[src/verilog/noc_pkg.sv]
`default_nettype none

package noc_pkg;

  // ========================================
  // network dimensions
  // ========================================

  localparam int num_ports = 4;
  localparam int port_w    = $clog2(num_ports);

  // injection timestamp and per-source sequence number
  localparam int ts_w   = 32;
  localparam int seq_w  = 16;
  localparam int data_w = seq_w + ts_w;

  typedef logic [port_w-1:0] port_idx_t;
  typedef logic [ts_w-1:0]   timestamp_t;

  // ========================================
  // packet format
  // ========================================

  // data[31:0] holds the injection timestamp, data[47:32] the sequence number
  typedef struct packed {
    logic              valid;
    port_idx_t         source;
    port_idx_t         dest;
    logic [data_w-1:0] data;
  } packet_t;

  // one packet slot per port
  typedef packet_t [num_ports-1:0] packet_vec_t;

endpackage

`default_nettype wire

[src/verilog/traffic_gen.sv]
`default_nettype none

module traffic_gen
  import noc_pkg::*;
(
  input  logic                      clk,
  input  logic                      rst,
  input  logic [num_ports-1:0]      inject,
  input  port_idx_t [num_ports-1:0] inject_dest,
  input  logic [num_ports-1:0]      net_full,
  output packet_vec_t               pkt_tx,
  output timestamp_t                timestamp
);

  timestamp_t           ts_q;
  timestamp_t           ts_next;
  logic [seq_w-1:0]     seq_q [num_ports];
  logic [num_ports-1:0] accept;

  // a full port drops its inject strobe
  assign accept  = inject & ~net_full;
  assign ts_next = ts_q + 1'b1;

  assign timestamp = ts_q;

  // free-running cycle counter
  always_ff @(posedge clk) begin
    if (rst) begin
      ts_q <= '0;
    end else begin
      ts_q <= ts_next;
    end
  end

  always_ff @(posedge clk) begin
    for (int i = 0; i < num_ports; i++) begin
      // stamp with the value that timestamp shows during the valid cycle
      pkt_tx[i].source <= port_idx_t'(i);
      pkt_tx[i].dest   <= inject_dest[i];
      pkt_tx[i].data   <= {seq_q[i], ts_next};

      if (rst) begin
        pkt_tx[i].valid <= 1'b0;
        seq_q[i]        <= '0;
      end else begin
        pkt_tx[i].valid <= accept[i];
        if (accept[i]) begin
          seq_q[i] <= seq_q[i] + 1'b1;
        end
      end
    end
  end

endmodule

`default_nettype wire

[config.mk]
export PLATFORM = sky130hd
export DESIGN_NAME = traffic_gen
export DESIGN_NICKNAME = d
export VERILOG_FILES = /design/src/verilog/noc_pkg.sv /design/src/verilog/traffic_gen.sv
export SDC_FILE = /design/constraint.sdc
export NUM_CORES = 1
export LEC_CHECK = 0
export BUFFER_PORTS_ARGS = -buffer_cell sky130_fd_sc_hd__buf_4
export CORE_ASPECT_RATIO = 2
export CORE_MARGIN = 4
export CORE_UTILIZATION = 35
export CTS_CLUSTER_SIZE = 24
export DETAILED_ROUTE_END_ITERATION = 10
export SETUP_SLACK_MARGIN = 0.3
export SYNTH_ARGS = -nofsm -noshare
export SYNTH_HDL_FRONTEND = slang
export SYNTH_SLANG_ARGS = --single-unit
[constraint.sdc]
create_clock -name clk -period 2.2 [get_ports clk]
set_input_delay 0.44 -clock clk [delete_from_list [all_inputs] [get_ports clk]]
set_output_delay 0.44 -clock clk [all_outputs]
set_load 0.01 [all_outputs]
-- Yosys cells after proc, flatten, opt, wreduce, memory -nomap -nowiden
Memory sizes are Yosys's and may differ from the RTL's.
Index checks and enable logic that the tools add are counted.
- bits in registers: 236
- bits in writable memories: 64
- input port bits: 18
- output and inout port bits: 244
- logic and storage cells: 43
- memories: 1
- $add $sub $neg: 5
- muxes and demuxes: 18
- bitwise operators: 6
- memories (memory ; depth ; width ; rd ports ; clocked after memory_dff ; wr ports ; RTL line ; source):
    seq_q ; 4 ; 16 ; 4 ; 0 ; 4 ; traffic_gen.sv:17 ; logic [seq_w-1:0] seq_q [num_ports];
- operators by type and width (kind ; count):
    $add A16 B1 Y16 const B ; 4
    $mux W16 ; 4
    $add A32 B1 Y32 const B ; 1
    $mux W1 ; 14
    $and A4 B4 Y4 ; 1
    $not A4 Y4 ; 1
    $or A1 B1 Y1 ; 4

-- Depth between registers and ports, before layout
- word-level depth: 6
- gate-level depth with buffers: 6
- depth with buffers taken out: 6

-- Worst setup path before layout
No wires, ideal clock.
- path kind: reg-to-reg
- from: register ts_q[0] (netlist: timestamp[0])
- to: register ts_q[26] (netlist: timestamp[26])
- library setup time: 0.121 ns
- arrival time: 2.015 ns
- data required time: 2.079 ns
- setup slack: 0.065 ns
- stages on the path, launching flop included: 6
- buffers on the path: 0
- period minus slack after synthesis: 2.135 ns
- cell sequence: dfxtp_1 > ha_1 > inv_1 > or4_1 > nor3_1 > mux2_2
- cells in the longest elaborated chain, start to end: 1
- RTL lines (what ; RTL line ; source):
    start, declared ; traffic_gen.sv:15 ; timestamp_t ts_q;
    start signal, assigned ; traffic_gen.sv:31 ; ts_q <= ts_next;
    $add A32 B1 Y32 ; traffic_gen.sv:22 ; assign ts_next = ts_q + 1'b1;
Every way passes these cells.
A chain may end at the register's enable or synchronous reset.

-- Worst setup path in the final report
- from: register ts_q[9] (netlist: timestamp[9])
- to: register ts_q[23] (netlist: timestamp[23])
The elaborated chain is that of the path after synthesis.

==> results.yml <==
die:
  die_x_um: 114
  start_util_pct: 35.6
  placementRows: 77
  die_h_um: 220
  ios: 262
  core_area_mm2: 0.0222
  dieArea_mm2: 0.0251
status:
  status: "completed"
synthesis:
  ys_ff_latch: 204
  syn_area_mm2: 0.00788
  yosysSeqAreaShare_pct: 59.9
  netlist_instances: 718
  ys_types: 39
  syn_avg_cell_area_um2: 11.0
  yosys_warnings: 0
sta:
  timing.final.crit_share_pct: 85.3
  holdWs_ns: 0.0522
  hold_viol: 0
  fmax_mhz: 533
  setup_violations: 0
  rsz0062_at_grt: "true"
  skew_ns: 0.00838
  slew_viol_final: 0
  setup_tns_ns: 0
  fin_crit_ns: 1.88
routing:
  totalWireLength_um: 19400
  top_layer: "met4"
  wl_met2_um: 10900
  ant_nets: 0
  wire_per_inst_um: 16.0
  drt-met1-wl_um: 6680
  drcViolationCount: 0
  first_pass_iters: 4
  via_per_inst: 4.74
  drt_iter0_markers: 231
  vias: 5774
  wl_met3_um: 1330
critical_path:
  end_kind: "register"
  rr_endpoint: "timestamp[23]$_SDFF_PP0_"
  path_class: "reg -> reg"
  crit_fanout: 13
  rr_worst_depth: 5
  cp_data_arrival_time_ns: 2.29
  reg2reg_from: "timestamp[9]$_SDFF_PP0_"
  r2r_setup_slack_ns: 0.32
  cp-start-kind: "register"
  cp.required_ns: 2.62
finish:
  fillers: 2108
  final_cell_area_mm2: 0.0105
  final_common_cell: "buf_4"
  antenna_cells: 0
  final_cell_mix: "295 x buf_4, 127 x dfxtp_1, 64 x edfxtp_1, 51 x nor2_1, 44 x nand2_1"
  fin_cells: 1217
  drive_gt1_share_pct: 39.7
  fin_nets: 950
  synthToLayoutAreaGrowth_pct: 33.2
  multi_input_area_mm2: 0.00242
  seqCellArea_mm2: 0.00477
global_route:
  grt_pass1_vias: 5752
  grt_util_all_layers_pct: 14.7
  grt_max_degree: 32
  grt_pass1_wl_um: 30000
  antenna_found_initial: 0
  grt_overflow: 0
placed_design:
  dp_hpwl_um: 14100
  gp_congestion: 0.778
  numPortBuffers: 253
  place_area_mm2: 0.00948
  place_inst: 1152
clock_tree:
  root_buffer: "clkbuf_16"
  h-tree-depth: 1
  cts_buffers: 20
  clkLatencyLatePin_ns: 0.49
  cts_tree: "yes"
  clock-sinks: 204
  clk_pin_slew_worst_paths_ns: 0.06
  clockBufferDepth: 3
pwr:
  leakage_uw: 0.00458
  ir_drop_v: 0.000547
  p_per_area_mw_per_mm2: 760
flow_run:
  cap_violations: 0
min_path:
  min_from: "inject_dest[5]"
  min_path_cells: 1
  hold_end: "pkt_tx[155]$_DFF_P_"
  hold_path_class: "in -> reg"
==> how the worst max path moves through the flow <==
| stage | to | slack (ns) | start | depth (start not counted) |
|---|---|---|---|---|
| final | timestamp[23]$_SDFF_PP0_ | 0.32 | timestamp[9]$_SDFF_PP0_ | 5 |
| after detailed placement | timestamp[23]$_SDFF_PP0_ | 0.15 | timestamp[4]$_SDFF_PP0_ | 5 |
| after global placement | timestamp[28]$_SDFF_PP0_ | 0.20 | timestamp[0]$_SDFF_PP0_ | 5 |
| after CTS | timestamp[22]$_SDFF_PP0_ | 0.29 | timestamp[6]$_SDFF_PP0_ | 5 |
| after global routing | timestamp[28]$_SDFF_PP0_ | 0.25 | timestamp[13]$_SDFF_PP0_ | 4 |
| after floorplan | timestamp[31]$_SDFF_PP0_ | 0.32 | timestamp[4]$_SDFF_PP0_ | 5 |
==> power breakdown <==
group / internal, uW / switching (uW) / leakage, uW
clock: 1900 / 1430 / 0.000330
combinational: 238 / 242 / 0.00241
sequential: 4040 / 124 / 0.00184
==> Yosys cell counts <==
cell type / number / area share (%)
nand3_2: 1 / 0.13
o21ai_0: 15 / 0.95
inv_1: 18 / 0.86
a21o_1: 2 / 0.19
nor2_1: 51 / 2.4
nor3_1: 9 / 0.57
nand4_1: 24 / 1.9
dfxtp_1: 140 / 36
mux2_2: 1 / 0.14
a31oi_1: 1 / 0.079
a41o_1: 1 / 0.13
and2_1: 10 / 0.79
a31o_2: 1 / 0.11
nand3_1: 29 / 1.8
and3_1: 9 / 0.71
buf_4: 104 / 9.9
or3b_2: 1 / 0.11
buf_2: 3 / 0.19
nand4_2: 1 / 0.16
nor2b_1: 13 / 1.0
edfxtp_1: 64 / 24
nand2_1: 44 / 2.1
o31ai_1: 12 / 1.1
clkbuf_1: 9 / 0.43
ha_1: 5 / 0.79
or4_1: 14 / 1.3
nand2b_1: 4 / 0.32
nor4_1: 7 / 0.56
o41ai_1: 1 / 0.11
xor2_1: 26 / 2.9
buf_1: 1 / 0.048
o21ai_1: 4 / 0.25
or2_2: 3 / 0.24
and4_1: 7 / 0.78
conb_1: 2 / 0.095
or3_1: 20 / 1.6
nand3b_1: 2 / 0.19
xnor2_1: 26 / 2.9
a21oi_1: 33 / 2.1
==> cells by family (layout without fill, tap and decap cells) <==
group	after synthesis	count (layout)	share of synthesized area [%]
xor gates and xnor gates	52	52	5.78
buffers and inverters	135	351	11.4
other	2	8	0.0953
muxes	1	1	0.143
and+or+nand+nor	249	250	16.8
DFF	204	204	59.9
AOI/OAI and AO/OA	70	70	5.06
adders and majority gates	5	5	0.794
==> repair_timing <==
action	4_1_cts	5_1_grt
cloned	1	0
gates resized for setup	22	17
setup endpoints to repair	20	24
pin swaps	7	9
buffers inserted	22	6
hold buffers	0	0
==> critical path, stage by stage (launching register included) <==
cell	delay, ns
dfxtp_4	0.36
nand3_4	0.10
or4_4	0.55
buf_12	0.16
or4_4	0.48
a21oi_1	0.15
==> state kept, by name, indices dropped and copies added, names as in the netlist <==
name       flops
pkt_tx       108
seq_q         64
timestamp     32
==> per-stage QoR <==
stage          power, uW  utilization (%)  setup slack [ns]
6_report            7980             47.4             0.323
5_1_grt             8300             47.4             0.252
4_1_cts             8100             46.8             0.294
3_5_place_dp        4730             42.8             0.148
3_3_place_gp        4730             42.8             0.200
2_1_floorplan       4470                -             0.317
==> per-layer routing <==
metal / GRT usage, % / vias up
li1: - / 2794
met1: 15.1 / 2738
met2: 28.7 / 198
met3: 3.26 / 44
met4: 4.84 / 0
met5: 0 / -
==> cell type report <==
cell class | instances | area share (%)
Inverter | 18 | 0.643
Clock buffer | 26 | 5.56
Clock inverter | 10 | 0.679
Sequential cell | 204 | 45.4
Multi-Input combinational cell | 386 | 23.1
Timing Repair Buffer | 297 | 21.4
Tap cell | 276 | 3.29
(Power assumes the default switching activity.)
