$ cat src/verilog/noc_pkg.sv
`default_nettype none

package noc_pkg;

  // ========================================
  // network dimensions
  // ========================================

  localparam int num_ports = 4;
  localparam int port_w    = $clog2(num_ports);

  // injection timestamp and per-source sequence number
  localparam int ts_w   = 32;
  localparam int seq_w  = 16;
  localparam int data_w = seq_w + ts_w;

  typedef logic [port_w-1:0] port_idx_t;
  typedef logic [ts_w-1:0]   timestamp_t;

  // ========================================
  // packet format
  // ========================================

  // data[31:0] holds the injection timestamp, data[47:32] the sequence number
  typedef struct packed {
    logic              valid;
    port_idx_t         source;
    port_idx_t         dest;
    logic [data_w-1:0] data;
  } packet_t;

  // one packet slot per port
  typedef packet_t [num_ports-1:0] packet_vec_t;

endpackage

`default_nettype wire

$ cat src/verilog/stats_pkg.sv
`default_nettype none

package stats_pkg;

  import noc_pkg::*;

  // counter widths
  localparam int cnt_w    = 16;
  localparam int lat_w    = 24;
  localparam int total_w  = 32;
  localparam int result_w = 32;

  // ========================================
  // reader commands
  // ========================================

  typedef enum logic [2:0] {
    op_nop        = 3'd0,
    op_read_rx    = 3'd1,
    op_read_tx    = 3'd2,
    op_read_lat   = 3'd3,
    op_read_total = 3'd4,
    op_clear      = 3'd5
  } stat_op_t;

  typedef struct packed {
    stat_op_t  op;
    port_idx_t src;
    port_idx_t dst;
  } stat_cmd_t;

  // counters of one source/destination pair plus the global total
  typedef struct packed {
    logic [cnt_w-1:0]   rx_count;
    logic [cnt_w-1:0]   tx_count;
    logic [lat_w-1:0]   latency;
    logic [total_w-1:0] total_rx;
  } pair_stats_t;

endpackage

`default_nettype wire

$ cat src/verilog/stat_reader.sv
`default_nettype none

module stat_reader
  import noc_pkg::*;
  import stats_pkg::*;
(
  input  logic                clk,
  input  logic                rst,
  input  logic                cmd_valid,
  input  stat_cmd_t           cmd,
  output port_idx_t           rd_src,
  output port_idx_t           rd_dst,
  output logic                clear,
  input  pair_stats_t         rd_stats,
  output logic                result_valid,
  output logic [result_w-1:0] result
);

  logic [result_w-1:0] sel;

  // pair address goes straight to the sink
  assign rd_src = cmd.src;
  assign rd_dst = cmd.dst;

  assign clear = cmd_valid && (cmd.op == op_clear);

  // ========================================
  // opcode decode
  // ========================================

  always_comb begin
    case (cmd.op)
      op_read_rx:    sel = result_w'(rd_stats.rx_count);
      op_read_tx:    sel = result_w'(rd_stats.tx_count);
      op_read_lat:   sel = result_w'(rd_stats.latency);
      op_read_total: sel = result_w'(rd_stats.total_rx);
      default:       sel = '0;
    endcase
  end

  // result stage
  always_ff @(posedge clk) begin
    if (cmd_valid) begin
      result <= sel;
    end
    if (rst) begin
      result_valid <= 1'b0;
    end else begin
      result_valid <= cmd_valid && (cmd.op != op_nop);
    end
  end

  a_legal_op: assert property (
    @(posedge clk) disable iff (rst)
      cmd_valid |-> cmd.op inside {op_nop, op_read_rx, op_read_tx, op_read_lat,
                                   op_read_total, op_clear}
  );

endmodule

`default_nettype wire

$ cat config.mk
export PLATFORM = sky130hd
export DESIGN_NAME = stat_reader
export DESIGN_NICKNAME = d
export VERILOG_FILES = /design/src/verilog/noc_pkg.sv /design/src/verilog/stats_pkg.sv /design/src/verilog/stat_reader.sv
export SDC_FILE = /design/constraint.sdc
export NUM_CORES = 1
export LEC_CHECK = 0
export BUFFER_PORTS_ARGS = -buffer_cell sky130_fd_sc_hd__buf_2
export CAP_MARGIN = 20
export CELL_PAD_IN_SITES_DETAIL_PLACEMENT = 1
export CELL_PAD_IN_SITES_GLOBAL_PLACEMENT = 1
export CORE_AREA = 2 2 84 86
export DETAILED_ROUTE_END_ITERATION = 12
export DIE_AREA = 0 0 86 88
export PLACE_DENSITY = 0.85
export SLEW_MARGIN = 20
export SYNTH_ARGS = -nofsm -noshare
export SYNTH_HDL_FRONTEND = slang
export SYNTH_SLANG_ARGS = --single-unit
$ cat constraint.sdc
create_clock -name clk -period 1.4 [get_ports clk]
set_clock_uncertainty 0.1 [all_clocks]
set_input_delay 0.14 -clock clk [delete_from_list [all_inputs] [get_ports clk]]
set_output_delay 0.14 -clock clk [all_outputs]
set_load 0.05 [all_outputs]
# [Word level (Yosys, flattened, before mapping)]
# Cells that the tools add are included.
# Widths: inputs -> output; s select.
[classes] n_eq_ne=5 n_mux=1 reduce_logical=3
[ops] op="$pmux 32 s4" count=1
[ops] op="$eq 3x2->1 const B" count=2
[ops] op="$eq 3x3->1 const B" count=2
[ops] op="$eq 3x1->1 const B" count=1
[ops] op="$reduce_bool 3->1" count=1
[ops] op="$logic_and 1x1->1" count=2
[totals] input_bits=98 output_inout_bits=38 wordCells=11 ff_bits=33

# [Longest topological paths before layout]
[depth] ltp_word=2 depth_mapped=5 depth_no_buf=2

# [Least setup slack after synthesis]
# OpenSTA, ideal clock, no wires.
[synth_timing] path_kind="input to output" from="input port cmd[6] in the netlist's numbering" to="output port clear" n_path_buf=3 setup_slack_ps=106 stages=4 required_ps=1160 arrival_time_ps=1054 path_cell_list="buf_6 -> buf_4 -> buf_2 -> and4b_1"
[synth_between] elab_chain_len=2
[synth_lines] element="start: declaration" line_no="stat_reader.sv:10" text="input stat_cmd_t cmd,"
[synth_lines] element="$eq 3x3->1" line_no="stat_reader.sv:25" text="assign clear = cmd_valid && (cmd.op == op_clear);"
[synth_lines] element="$logic_and 1x1->1" line_no="stat_reader.sv:25"
[synth_lines] element="end: declaration" line_no="stat_reader.sv:13" text="output logic clear,"
# Every way passes these cells.

# [Worst setup path in the final report]
[layout_timing] from="input port cmd[5] in the netlist's numbering" to="output port clear"
# Same word-level chain as after synthesis.

==> reports/metrics.yaml <==
status: "completed"
crit_path_max_fanout: 17
drive_above_1_share_pct: 58.9
cp_common_cell: "sky130_fd_sc_hd__buf_2"
grt-ovfl-total: 0
slew_headroom_pct: 58.1
globalRouteTotalUtil_pct: 15.1
final_nets: 367
synthToLayoutAreaGrowth_pct: 42.5
final_util_pct: 41.4
timing.final.setup_violations: 0
ant_diodes: 0
dpl.hpwl_um: 4800
cts_sinks: 33
numCtsBuffers: 5
yosys.cell_types.count: 20
grt_antenna_before_repair: 0
critical-path-slowest-cell: "sky130_fd_sc_hd__buf_2"
powerDensity_nw_per_um2: 964
port_buffers: 127
h-tree-depth: 2
grt_setup_unrepaired: "false"
grt_pass1_wl_um: 8810
io_pins: 136
filler_cell_count: 767
detailedPlace.worstSlack_ps: 13.3
yosys_register_bits: 33
timing.critical_path.from_type: "primary input"
fin_crit_ps: 1250
critical-path-max-stage-delay_ps: 260
maxCapViolCount: 0
crit_path_cell_trace: "buf_2, buf_12, and4b_1, buf_2"
detail_route.iter0.violations: 57
routed_wire_length_per_instance_um: 16.8
post_cts_buffers: 0
initial_utilization_pct: 29.0
achievable_frequency_mhz: 800
cts_tree: "built"
timing.critical_path.arrival_ps: 1010
post_layout_nonfiller_instances: 350
worstSetupEndpointType: "output pin"
place_congestion: 0.681
post-place-cells: 341
core_um2: 6640
min-delay-path-class: "primary input to register"
post_synthesis_net_count: 238
syn-mean-instance-area_um2: 13.8
critical_path_required_ps: 1160
post-layout-total-power_uw: 2650
grt_start_max_net_pins: 29
drc_violations_left: 0
via_count_of_the_first_global_routing_pass: 1772
post_cts_resized: 0
synth_sequential_area_ratio_pct: 50.8
finalCritPeriodShare_pct: 89.3
vias_per_cell: 4.84
post_syn_area_um2: 1930
setup_total_negative_slack_ps: 0
drt-total-wl_um: 5880
postRouteAntennaNets: 0
die_h_um: 88
synthesis.yosys.warnings: 0
cts-root-to-sink-buffers: 2
drt-pass1-iter-count: 4
chipWidth_um: 86
vias: 1695
cts.reportedPaths.clkPinSlew_ps: 70
irDropWorstVdd_uv: 286
fp.dieArea_um2: 7570
ctsRootBufferMaster: "sky130_fd_sc_hd__clkbuf_8"
final_critical_path_setup_slack_ps: 150
finalMaxSlewViolations: 0
cellLeakagePower_uw: 0.00124
slew_at_the_pin_closest_to_its_max_slew_limit_ps: 628
placementRows: 30
hold_viol_final: 0
setup.worst_path.class: "primary input to output pin"
synthesis.instances: 140
flip-flops by register name, summed over array words and instances, names as in the netlist:
| name | count |
|---|---|
| result | 32 |
| result_valid | 1 |
layer usage:
layer	global-route usage, %	wire [um]	vias to the layer above
met1	17.2	2320	794
met4	5.34	123	0
met5	0	0	-
li1	-	-	812
met2	27.8	3010	76
met3	3.39	415	13
Yosys cell counts:
cell / number / share of area [%]
sky130_fd_sc_hd__nor3b_1: 1 / 0.39
sky130_fd_sc_hd__buf_6: 8 / 4.7
sky130_fd_sc_hd__dfxtp_1: 1 / 1.0
sky130_fd_sc_hd__o221ai_2: 10 / 7.8
sky130_fd_sc_hd__buf_2: 4 / 1.0
sky130_fd_sc_hd__nand2b_1: 1 / 0.32
sky130_fd_sc_hd__clkbuf_1: 2 / 0.39
sky130_fd_sc_hd__nor3_1: 1 / 0.26
sky130_fd_sc_hd__a22o_1: 8 / 3.6
sky130_fd_sc_hd__o221ai_1: 6 / 2.7
sky130_fd_sc_hd__nor3b_4: 1 / 0.97
sky130_fd_sc_hd__buf_4: 6 / 2.3
sky130_fd_sc_hd__mux2i_1: 16 / 8.3
sky130_fd_sc_hd__edfxtp_1: 32 / 50
sky130_fd_sc_hd__and2_1: 8 / 2.6
sky130_fd_sc_hd__and4b_1: 1 / 0.52
sky130_fd_sc_hd__and3b_1: 1 / 0.45
sky130_fd_sc_hd__nand2_1: 16 / 3.1
sky130_fd_sc_hd__nand4bb_1: 16 / 9.3
sky130_fd_sc_hd__or2_1: 1 / 0.32
per-stage QoR:
| step | hold WS, ps | cell area (um^2) |
|---|---|---|
| floorplan | 116 | 1930 |
| global placement | 181 | 2660 |
| detailed placement | 181 | 2660 |
| CTS | 38.4 | 2750 |
| global route | 36.9 | 2750 |
| finish | 44.9 | 2750 |
area by class of cell:
cell class	count	area [um^2]	share of cell area, %
Sequential cell	33	981	35.7
Timing Repair Buffer	142	801	29.1
Multi-Input combinational cell	87	786	28.6
Tap cell	80	100	3.64
Clock buffer	6	72.6	2.64
Clock inverter	2	10.0	0.364
cells in the final DEF (no fill, tap or decap):
cell,instances
sky130_fd_sc_hd__clkbuf_1,1
sky130_fd_sc_hd__and2_1,8
sky130_fd_sc_hd__buf_2,127
sky130_fd_sc_hd__nor3_1,1
sky130_fd_sc_hd__and3b_1,1
sky130_fd_sc_hd__nor3b_1,1
sky130_fd_sc_hd__edfxtp_1,32
sky130_fd_sc_hd__buf_12,4
sky130_fd_sc_hd__a22o_1,8
sky130_fd_sc_hd__o221ai_2,10
sky130_fd_sc_hd__buf_4,10
sky130_fd_sc_hd__dfxtp_1,1
sky130_fd_sc_hd__nor3b_4,1
sky130_fd_sc_hd__or2_1,1
sky130_fd_sc_hd__o221ai_1,6
sky130_fd_sc_hd__and4b_1,1
sky130_fd_sc_hd__nand4bb_1,16
sky130_fd_sc_hd__clkinv_2,2
sky130_fd_sc_hd__dlygate4sd3_1,1
sky130_fd_sc_hd__nand2b_1,1
sky130_fd_sc_hd__mux2i_1,16
sky130_fd_sc_hd__nand2_1,16
sky130_fd_sc_hd__clkbuf_8,5
power by group:
group | switching [uW] | internal, uW | leakage, uW
clock network | 341 | 344 | 0.0000450
logic | 498 | 275 | 0.000875
registers | 18.0 | 1170 | 0.000315
critical path, delay by kind of cell:
kind,cells,cell delay [ps]
simple gates,1,250
buf+inv,3,600
repair_timing:
item,in CTS,in global routing
setup endpoints to repair,0,0
hold buffers,1,0
endpoints found under the hold margin,1,0
worst paths after layout:
| kind | start | endpoint | slack (ps) | depth (start not counted) |
|---|---|---|---|---|
| max | cmd[5] | clear | 150 | 4 |
| min | rd_stats[31] | result[31] | 40 | 2 |
cell families after synthesis:
kind of cell           share of synthesized area, %
flip-flops                                     50.8
buffers and inverters                          8.43
multiplexers                                   8.30
AO/OA/AOI/OAI                                  14.1
AND/OR/NAND/NOR                                18.3
No activity file was read; power rests on OpenSTA's default activity.
