==> src/verilog/noc_pkg.sv <==
`default_nettype none

package noc_pkg;

  // ========================================
  // network dimensions
  // ========================================

  localparam int num_ports = 4;
  localparam int port_w    = $clog2(num_ports);

  // injection timestamp and per-source sequence number
  localparam int ts_w   = 32;
  localparam int seq_w  = 16;
  localparam int data_w = seq_w + ts_w;

  typedef logic [port_w-1:0] port_idx_t;
  typedef logic [ts_w-1:0]   timestamp_t;

  // ========================================
  // packet format
  // ========================================

  // data[31:0] holds the injection timestamp, data[47:32] the sequence number
  typedef struct packed {
    logic              valid;
    port_idx_t         source;
    port_idx_t         dest;
    logic [data_w-1:0] data;
  } packet_t;

  // one packet slot per port
  typedef packet_t [num_ports-1:0] packet_vec_t;

endpackage

`default_nettype wire

==> src/verilog/stats_pkg.sv <==
`default_nettype none

package stats_pkg;

  import noc_pkg::*;

  // counter widths
  localparam int cnt_w    = 16;
  localparam int lat_w    = 24;
  localparam int total_w  = 32;
  localparam int result_w = 32;

  // ========================================
  // reader commands
  // ========================================

  typedef enum logic [2:0] {
    op_nop        = 3'd0,
    op_read_rx    = 3'd1,
    op_read_tx    = 3'd2,
    op_read_lat   = 3'd3,
    op_read_total = 3'd4,
    op_clear      = 3'd5
  } stat_op_t;

  typedef struct packed {
    stat_op_t  op;
    port_idx_t src;
    port_idx_t dst;
  } stat_cmd_t;

  // counters of one source/destination pair plus the global total
  typedef struct packed {
    logic [cnt_w-1:0]   rx_count;
    logic [cnt_w-1:0]   tx_count;
    logic [lat_w-1:0]   latency;
    logic [total_w-1:0] total_rx;
  } pair_stats_t;

endpackage

`default_nettype wire

==> src/verilog/packet_sink.sv <==
`default_nettype none

module packet_sink
  import noc_pkg::*;
  import stats_pkg::*;
(
  input  logic        clk,
  input  logic        rst,
  input  logic        measure,
  input  logic        clear,
  input  packet_vec_t pkt_rx,
  input  packet_vec_t pkt_tx,
  input  timestamp_t  timestamp,
  input  port_idx_t   rd_src,
  input  port_idx_t   rd_dst,
  output pair_stats_t rd_stats
);

  // indexed [source][destination]
  logic [cnt_w-1:0]    rx_cnt [num_ports][num_ports];
  logic [cnt_w-1:0]    tx_cnt [num_ports][num_ports];
  logic [lat_w-1:0]    lat    [num_ports][num_ports];
  logic [total_w-1:0]  total;
  logic [lat_w-1:0]    lat_inc [num_ports];
  logic [port_w:0]     rx_num;
  logic                wrap;

  // ========================================
  // per-cycle increments
  // ========================================

  always_comb begin
    rx_num = '0;
    for (int k = 0; k < num_ports; k++) begin
      lat_inc[k] = lat_w'(timestamp - pkt_rx[k].data[ts_w-1:0]);
      if (pkt_rx[k].valid) begin
        rx_num = rx_num + 1'b1;
      end
    end
  end

  // ========================================
  // counters
  // ========================================

  always_ff @(posedge clk) begin
    if (rst || clear) begin
      total <= '0;
      for (int s = 0; s < num_ports; s++) begin
        for (int d = 0; d < num_ports; d++) begin
          rx_cnt[s][d] <= '0;
          tx_cnt[s][d] <= '0;
          lat[s][d]    <= '0;
        end
      end
    end else if (measure) begin
      total <= total + total_w'(rx_num);
      for (int k = 0; k < num_ports; k++) begin
        // receive side counts the arrival port as destination
        if (pkt_rx[k].valid) begin
          rx_cnt[pkt_rx[k].source][k] <= rx_cnt[pkt_rx[k].source][k] + 1'b1;
          lat[pkt_rx[k].source][k]    <= lat[pkt_rx[k].source][k] + lat_inc[k];
        end
        // transmit side counts the injecting port as source
        if (pkt_tx[k].valid) begin
          tx_cnt[k][pkt_tx[k].dest] <= tx_cnt[k][pkt_tx[k].dest] + 1'b1;
        end
      end
    end
  end

  assign rd_stats.rx_count = rx_cnt[rd_src][rd_dst];
  assign rd_stats.tx_count = tx_cnt[rd_src][rd_dst];
  assign rd_stats.latency  = lat[rd_src][rd_dst];
  assign rd_stats.total_rx = total;

  // ========================================
  // checks
  // ========================================

  // high when any counter would carry out this cycle
  always_comb begin
    logic [lat_w:0]   lat_sum;
    logic [total_w:0] total_sum;
    wrap = 1'b0;
    for (int k = 0; k < num_ports; k++) begin
      lat_sum = {1'b0, lat[pkt_rx[k].source][k]} + lat_inc[k];
      if (pkt_rx[k].valid && (rx_cnt[pkt_rx[k].source][k] == '1 || lat_sum[lat_w])) begin
        wrap = 1'b1;
      end
      if (pkt_tx[k].valid && tx_cnt[k][pkt_tx[k].dest] == '1) begin
        wrap = 1'b1;
      end
    end
    total_sum = {1'b0, total} + rx_num;
    if (total_sum[total_w]) begin
      wrap = 1'b1;
    end
  end

  a_no_wrap: assert property (
    @(posedge clk) disable iff (rst) (measure && !clear) |-> !wrap
  );

  // crossbar routing must deliver to the addressed port
  for (genvar k = 0; k < num_ports; k++) begin : g_dest_chk
    a_dest_match: assert property (
      @(posedge clk) disable iff (rst) pkt_rx[k].valid |-> pkt_rx[k].dest == port_idx_t'(k)
    );
  end

endmodule

`default_nettype wire

==> config.mk <==
export PLATFORM = sky130hd
export DESIGN_NAME = packet_sink
export DESIGN_NICKNAME = d
export VERILOG_FILES = /design/src/verilog/noc_pkg.sv /design/src/verilog/stats_pkg.sv /design/src/verilog/packet_sink.sv
export SDC_FILE = /design/constraint.sdc
export NUM_CORES = 2
export LEC_CHECK = 0
export BUFFER_PORTS_ARGS = -buffer_cell sky130_fd_sc_hd__buf_2
export CORE_ASPECT_RATIO = 0.9
export CORE_UTILIZATION = 50
export CTS_CLUSTER_DIAMETER = 30
export CTS_CLUSTER_SIZE = 30
export DETAILED_ROUTE_END_ITERATION = 8
export PLACE_DENSITY = 0.69
export SETUP_SLACK_MARGIN = 0.5
export SLEW_MARGIN = 0
export SYNTH_ARGS = -nofsm -noshare
export SYNTH_HDL_FRONTEND = slang
export SYNTH_SLANG_ARGS = --single-unit
==> constraint.sdc <==
create_clock -name clk -period 5.6 [get_ports clk]
set_input_delay 0.28 -clock clk [delete_from_list [all_inputs] [get_ports clk]]
set_output_delay 0.28 -clock clk [all_outputs]
set_load 0.03 [all_outputs]
Yosys cells after proc, flatten, opt, wreduce, memory -nomap -nowiden:

Memory sizes are Yosys's and may differ from the RTL's.
Cells that the tools add are included.

* bits in registers: 32
* bits in writable memories: 896
* bits of input ports: 464
* output and inout port bits: 88
* word-level logic and storage cells: 654
* memories: 3

Memory list
* lat: words 4, bits a word 96, read ports 5, clocked after memory_dff 0, write ports 4, line packet_sink.sv:22 `logic [lat_w-1:0] lat [num_ports][num_ports];`
* rx_cnt: words 4, bits a word 64, read ports 5, clocked after memory_dff 0, write ports 4, line packet_sink.sv:20 `logic [cnt_w-1:0] rx_cnt [num_ports][num_ports];`
* tx_cnt: words 4, bits a word 64, read ports 5, clocked after memory_dff 0, write ports 4, line packet_sink.sv:21 `logic [cnt_w-1:0] tx_cnt [num_ports][num_ports];`

* add/sub/neg operators: 20
* order comparisons: 9
* muxes and demuxes: 347
* bitwise gates (word level): 261
* reductions and logical operators: 13

Operators with widths (count)
* 2-to-1 mux 64 bit: 8
* 2-to-1 mux 96 bit: 4
* OR reduction 96 bit: 4
* 2-to-1 mux 1 bit: 287
* 2-to-1 mux 16 bit: 16
* OR 1 bit: 256
* OR reduction 64 bit: 4
* binary-select mux 16 bit (select 2 bit): 6
* adder 16 x 1 -> 16 bit, second input constant: 8
* demux 16 bit (select 2 bit): 4
* adder 24 bit: 4
* subtractor 24 bit: 4
* binary-select mux 24 bit (select 2 bit): 1
* 2-to-1 mux 24 bit: 2
* adder 32 x 3 -> 32 bit: 1
* 2-to-1 mux 2 bit: 16
* greater-or-equal comparator 3 bit, second input constant: 5
* inverter 2 -> 3 bit: 5
* < comparator 3 x 1 -> 1 bit, second input constant: 4
* adder 3 x 1 -> 3 bit, second input constant: 3
* 2-to-1 mux 3 bit: 3
* logical AND 1 bit: 4
* logical OR 1 bit: 1

Logic depth before layout (Yosys ltp):

* depth after elaboration: 8
* depth in mapped cells: 18
* mapped depth without buffers: 15

Worst setup path after synthesis:

Ideal clock, no wire load.

* path type: input port to flip-flop
* start point: in pkt_rx[156] in the netlist's numbering
* end point: mem lat[1][40] in the netlist's numbering, data pin
* library setup time: 0.266 ns
* arrival: 4.327 ns
* data required time: 5.334 ns
* slack: 1.007 ns
* cell stages on the path: 17
* path buffers: 4
* cell sequence: buf_2 buf_2 buf_2 buf_2 mux4_2 inv_1 fa_1 inv_1 ha_1 a211o_1 a211oi_1 nor3_1 or2_2 nor2_1 o21bai_1 xnor2_1 nor2_1

RTL lines
* start, declared: line packet_sink.sv:11 `input packet_vec_t pkt_rx,`
* end, declared: line packet_sink.sv:22

==> impl_metrics.prom <==
# TYPE chip_impl_metric gauge
chip_impl_info{name="worstReg2RegEnd",value="lat[1][92]"} 1
chip_impl_metric{name="vias",unit=""} 38560
chip_impl_info{name="rsz0062_at_grt",value="false"} 1
chip_impl_info{name="crit_end",value="lat[1][92]"} 1
chip_impl_metric{name="fin_tns_setup",unit="ps"} 0
chip_impl_metric{name="instances_no_fill",unit=""} 6196
chip_impl_metric{name="syn_avg_cell_area",unit="um^2"} 12.54
chip_impl_metric{name="setup.reg_to_reg.worst_slack",unit="ps"} 1410
chip_impl_metric{name="maximum_number_of_pins_on_one_net_before_global_route_repair",unit=""} 92
chip_impl_metric{name="floorplan.die_area",unit="mm^2"} 0.1092
chip_impl_info{name="worst-setup-path-type",value="register to register"} 1
chip_impl_metric{name="route.detailed.drc",unit=""} 0
chip_impl_metric{name="port_buffer_count",unit=""} 239
chip_impl_metric{name="initial_core_util",unit="%"} 50.81
chip_impl_info{name="status",value="finished, final reports clean"} 1
chip_impl_metric{name="num_io_pins",unit=""} 552
chip_impl_metric{name="fp-row-count",unit=""} 113
chip_impl_metric{name="report.final.setup_viol",unit=""} 0
chip_impl_metric{name="distinct_cell_type_count_after_synthesis",unit=""} 65
chip_impl_metric{name="antenna_violations_before_repair",unit=""} 20
chip_impl_metric{name="htreeDepth",unit=""} 4
chip_impl_metric{name="multiInputGateArea",unit="mm^2"} 0.02530
chip_impl_metric{name="timing.critical_path.arrival",unit="ps"} 4700
chip_impl_metric{name="timing.critical_path.fanout_max",unit=""} 5
chip_impl_metric{name="synth.cell_area",unit="mm^2"} 0.05395
chip_impl_metric{name="synth_seq_cells",unit=""} 928
chip_impl_info{name="worst_setup_path_end_kind",value="register"} 1
chip_impl_metric{name="worstSkewPairLatency",unit="ps"} 790
chip_impl_metric{name="dp_hpwl",unit="mm"} 110.5
chip_impl_info{name="critPathLaunch",value="lat[3][74]"} 1
chip_impl_metric{name="regArea",unit="mm^2"} 0.02643
chip_impl_info{name="sort_of_element_at_the_start_of_the_critical_path",value="register"} 1
chip_impl_metric{name="critPathRequiredTime",unit="ps"} 6100
chip_impl_info{name="timing.hold.worst.class",value="primary input to register"} 1
chip_impl_metric{name="first_global_vias",unit=""} 37810
chip_impl_metric{name="layout-area-overhead-vs-synth",unit="%"} 18.48
chip_impl_metric{name="cts_buffers",unit=""} 207
chip_impl_metric{name="clockBufferDepth",unit=""} 3
chip_impl_metric{name="fin_nets",unit=""} 5246
chip_impl_metric{name="core_region_area",unit="mm^2"} 0.1062
chip_impl_metric{name="worst_clock_skew",unit="ps"} 30.48
chip_impl_metric{name="fp.dieW",unit="um"} 348.2
chip_impl_metric{name="layout_worst_path_cycle_share",unit="%"} 74.91
chip_impl_info{name="layout_common_cells",value="sky130_fd_sc_hd__nor2_1 (877), sky130_fd_sc_hd__edfxtp_1 (784), sky130_fd_sc_hd__mux4_2 (494), sky130_fd_sc_hd__inv_1 (336), sky130_fd_sc_hd__buf_2 (233)"} 1
chip_impl_info{name="synth_ff_type",value="sky130_fd_sc_hd__edfxtp_1"} 1
chip_impl_metric{name="tightest_slew",unit="ps"} 1405
chip_impl_metric{name="postRouteWirelength",unit="mm"} 163.7
chip_impl_metric{name="number_of_gates_given_a_new_drive_strength_after_cts",unit=""} 0
chip_impl_metric{name="mappedNetlistNets",unit=""} 4968
chip_impl_metric{name="clock.fmax",unit="MHz"} 238.4
chip_impl_info{name="reg_to_reg_critical_path_startpoint",value="lat[3][74]"} 1
chip_impl_metric{name="drtIter0Drc",unit=""} 4958
chip_impl_metric{name="syn-instance-count",unit=""} 4301
chip_impl_metric{name="track_usage",unit="%"} 29.97
chip_impl_info{name="cts_root_buf",value="sky130_fd_sc_hd__clkbuf_16"} 1
chip_impl_metric{name="vdd_drop_max",unit="uV"} 383.5
chip_impl_metric{name="sequential_area_share_after_synthesis",unit="%"} 48.98
chip_impl_metric{name="grt_pass1_wl",unit="mm"} 238.5
chip_impl_metric{name="slew_violations",unit=""} 0
chip_impl_metric{name="whs",unit="ps"} 80.19
chip_impl_metric{name="p_per_area",unit="mW/mm^2"} 377.2
chip_impl_metric{name="dieHeight",unit="um"} 313.6
chip_impl_metric{name="worst_slew_margin_relative_to_its_limit",unit="%"} 5.981
chip_impl_metric{name="drive_above_1_share",unit="%"} 25.63
chip_impl_metric{name="path_clk_slew",unit="ps"} 50
chip_impl_info{name="cts_tree",value="yes"} 1
chip_impl_metric{name="cts_num_sinks",unit=""} 928
chip_impl_metric{name="fin_crit",unit="ps"} 4195
chip_impl_metric{name="drv_cap",unit=""} 0
chip_impl_metric{name="rr_worst_depth",unit=""} 13
chip_impl_metric{name="yosys_warnings",unit=""} 0
chip_impl_metric{name="avgViaCountPerCell",unit=""} 6.223
chip_impl_metric{name="detail_route.first_pass.iterations",unit=""} 6
chip_impl_metric{name="post_cts_hold_buffer_count",unit=""} 2
chip_impl_metric{name="synth-edff-count",unit=""} 784
chip_impl_info{name="final_common_cell",value="sky130_fd_sc_hd__nor2_1"} 1
chip_impl_metric{name="postRouteAntennaNets",unit=""} 0
chip_impl_metric{name="nFillCells",unit=""} 8073
chip_impl_metric{name="dp.cells",unit=""} 5805
chip_impl_metric{name="detail_route.wl_per_cell",unit="um"} 26.43
chip_impl_metric{name="synth_async_sr_flop_share",unit="%"} 0
chip_impl_metric{name="grt_overflow",unit=""} 0
chip_impl_metric{name="routability_congestion",unit=""} 0.9316
chip_impl_metric{name="power.leakage",unit="nW"} 24.94
chip_impl_metric{name="number_of_setup_buffers_added_after_cts",unit=""} 0
chip_impl_metric{name="hold_viol",unit=""} 0
-- critical path, cell delays in order, from the launching register on --
cell and delay, ps:
sky130_fd_sc_hd__edfxtp_1 400, sky130_fd_sc_hd__mux4_2 500, sky130_fd_sc_hd__inv_1 90, sky130_fd_sc_hd__fa_1 410, sky130_fd_sc_hd__inv_1 70, sky130_fd_sc_hd__ha_1 280, sky130_fd_sc_hd__a211oi_1 340, sky130_fd_sc_hd__nor2_1 80
sky130_fd_sc_hd__o21ai_0 400, sky130_fd_sc_hd__a21oi_1 250, sky130_fd_sc_hd__and4_1 250, sky130_fd_sc_hd__or3_1 350, sky130_fd_sc_hd__xnor2_1 400, sky130_fd_sc_hd__nor2_1 100
-- where the power goes --
group | internal, W | total [W] | switching, W
Clock | 0.00818 | 0.0123 | 0.00412
Combinational | 0.00141 | 0.00386 | 0.00245
Sequential | 0.00780 | 0.00795 | 0.000147
-- synth_stat cells (48+ instances only) --
cell type / n / area [um^2]
sky130_fd_sc_hd__mux4_2: 494 / 11130
sky130_fd_sc_hd__a21o_1: 48 / 360.4
sky130_fd_sc_hd__dfxtp_1: 144 / 2883
sky130_fd_sc_hd__xor2_1: 130 / 1139
sky130_fd_sc_hd__nand2_1: 248 / 930.9
sky130_fd_sc_hd__xnor2_1: 95 / 832.1
sky130_fd_sc_hd__ha_1: 110 / 1376
sky130_fd_sc_hd__clkbuf_1: 183 / 686.9
sky130_fd_sc_hd__inv_1: 336 / 1261
sky130_fd_sc_hd__edfxtp_1: 784 / 23540
sky130_fd_sc_hd__o21ai_0: 123 / 615.6
sky130_fd_sc_hd__a21oi_1: 122 / 610.6
sky130_fd_sc_hd__fa_1: 93 / 1862
sky130_fd_sc_hd__nor2_1: 879 / 3299
sky130_fd_sc_hd__nand3_1: 114 / 570.6
-- registers in the layout, summed over array words and instances, names as in the netlist --
name    flops
lat       384
tx_cnt    256
total      32
rx_cnt    256
-- metrics by stage --
stage | instance area, um^2 | setup WS (ps) | utilization [%] | total power [W]
final | 63920 | 1405 | 60.20 | 0.02411
after global routing | 63910 | 1264 | 60.19 | 0.02484
after CTS | 63910 | 1483 | 60.19 | 0.02409
after detailed placement | 56740 | 962.1 | 53.44 | 0.01182
after global placement | 56740 | 1048 | 53.44 | 0.01176
after floorplan | 53950 | 1007 | - | 0.01071
-- cell families (layout without fill, tap and decap cells) --
kind of cell	Yosys count	in the layout	synth area share [%]
adders and majority gates	203	203	6.002
AOI/OAI and AO/OA	417	417	4.713
DFF	928	928	48.98
other	0	2	0
buffers and inverters	598	1054	4.351
muxes	510	510	21.22
xor gates and xnor gates	227	227	3.713
and+or+nand+nor	1418	1418	11.01
-- layout make-up --
class / instances / area share, %
Tap cell: 1437 / 2.813
Inverter: 336 / 1.973
Antenna cell: 2 / 0.007830
Sequential cell: 928 / 41.34
Clock inverter: 149 / 2.645
Timing Repair Buffer: 331 / 3.085
Clock buffer: 238 / 8.548
Multi-Input combinational cell: 2775 / 39.59
-- per-layer routing --
metal | routed length [um] | global-route usage [%] | share of wire (%)
met4 | 5917 | 11.36 | 3.6
met3 | 22560 | 8.911 | 14
met1 | 62860 | 42.30 | 38
met5 | 82 | 0 | 0.050
met2 | 72320 | 43.96 | 44
-- how the worst min path moves through the flow --
stage                        from       endpoint  cells after the start
global route          pkt_tx[158]  tx_cnt[2][35]                      5
global placement     tx_cnt[2][9]   tx_cnt[2][9]                      2
detailed placement  tx_cnt[3][27]  tx_cnt[3][27]                      2
finish                pkt_tx[158]  tx_cnt[2][35]                      5
floorplan           tx_cnt[2][21]  tx_cnt[2][21]                      2
CTS                   pkt_tx[158]  tx_cnt[2][35]                      5
Note: power is estimated with default switching activity, not from simulation.
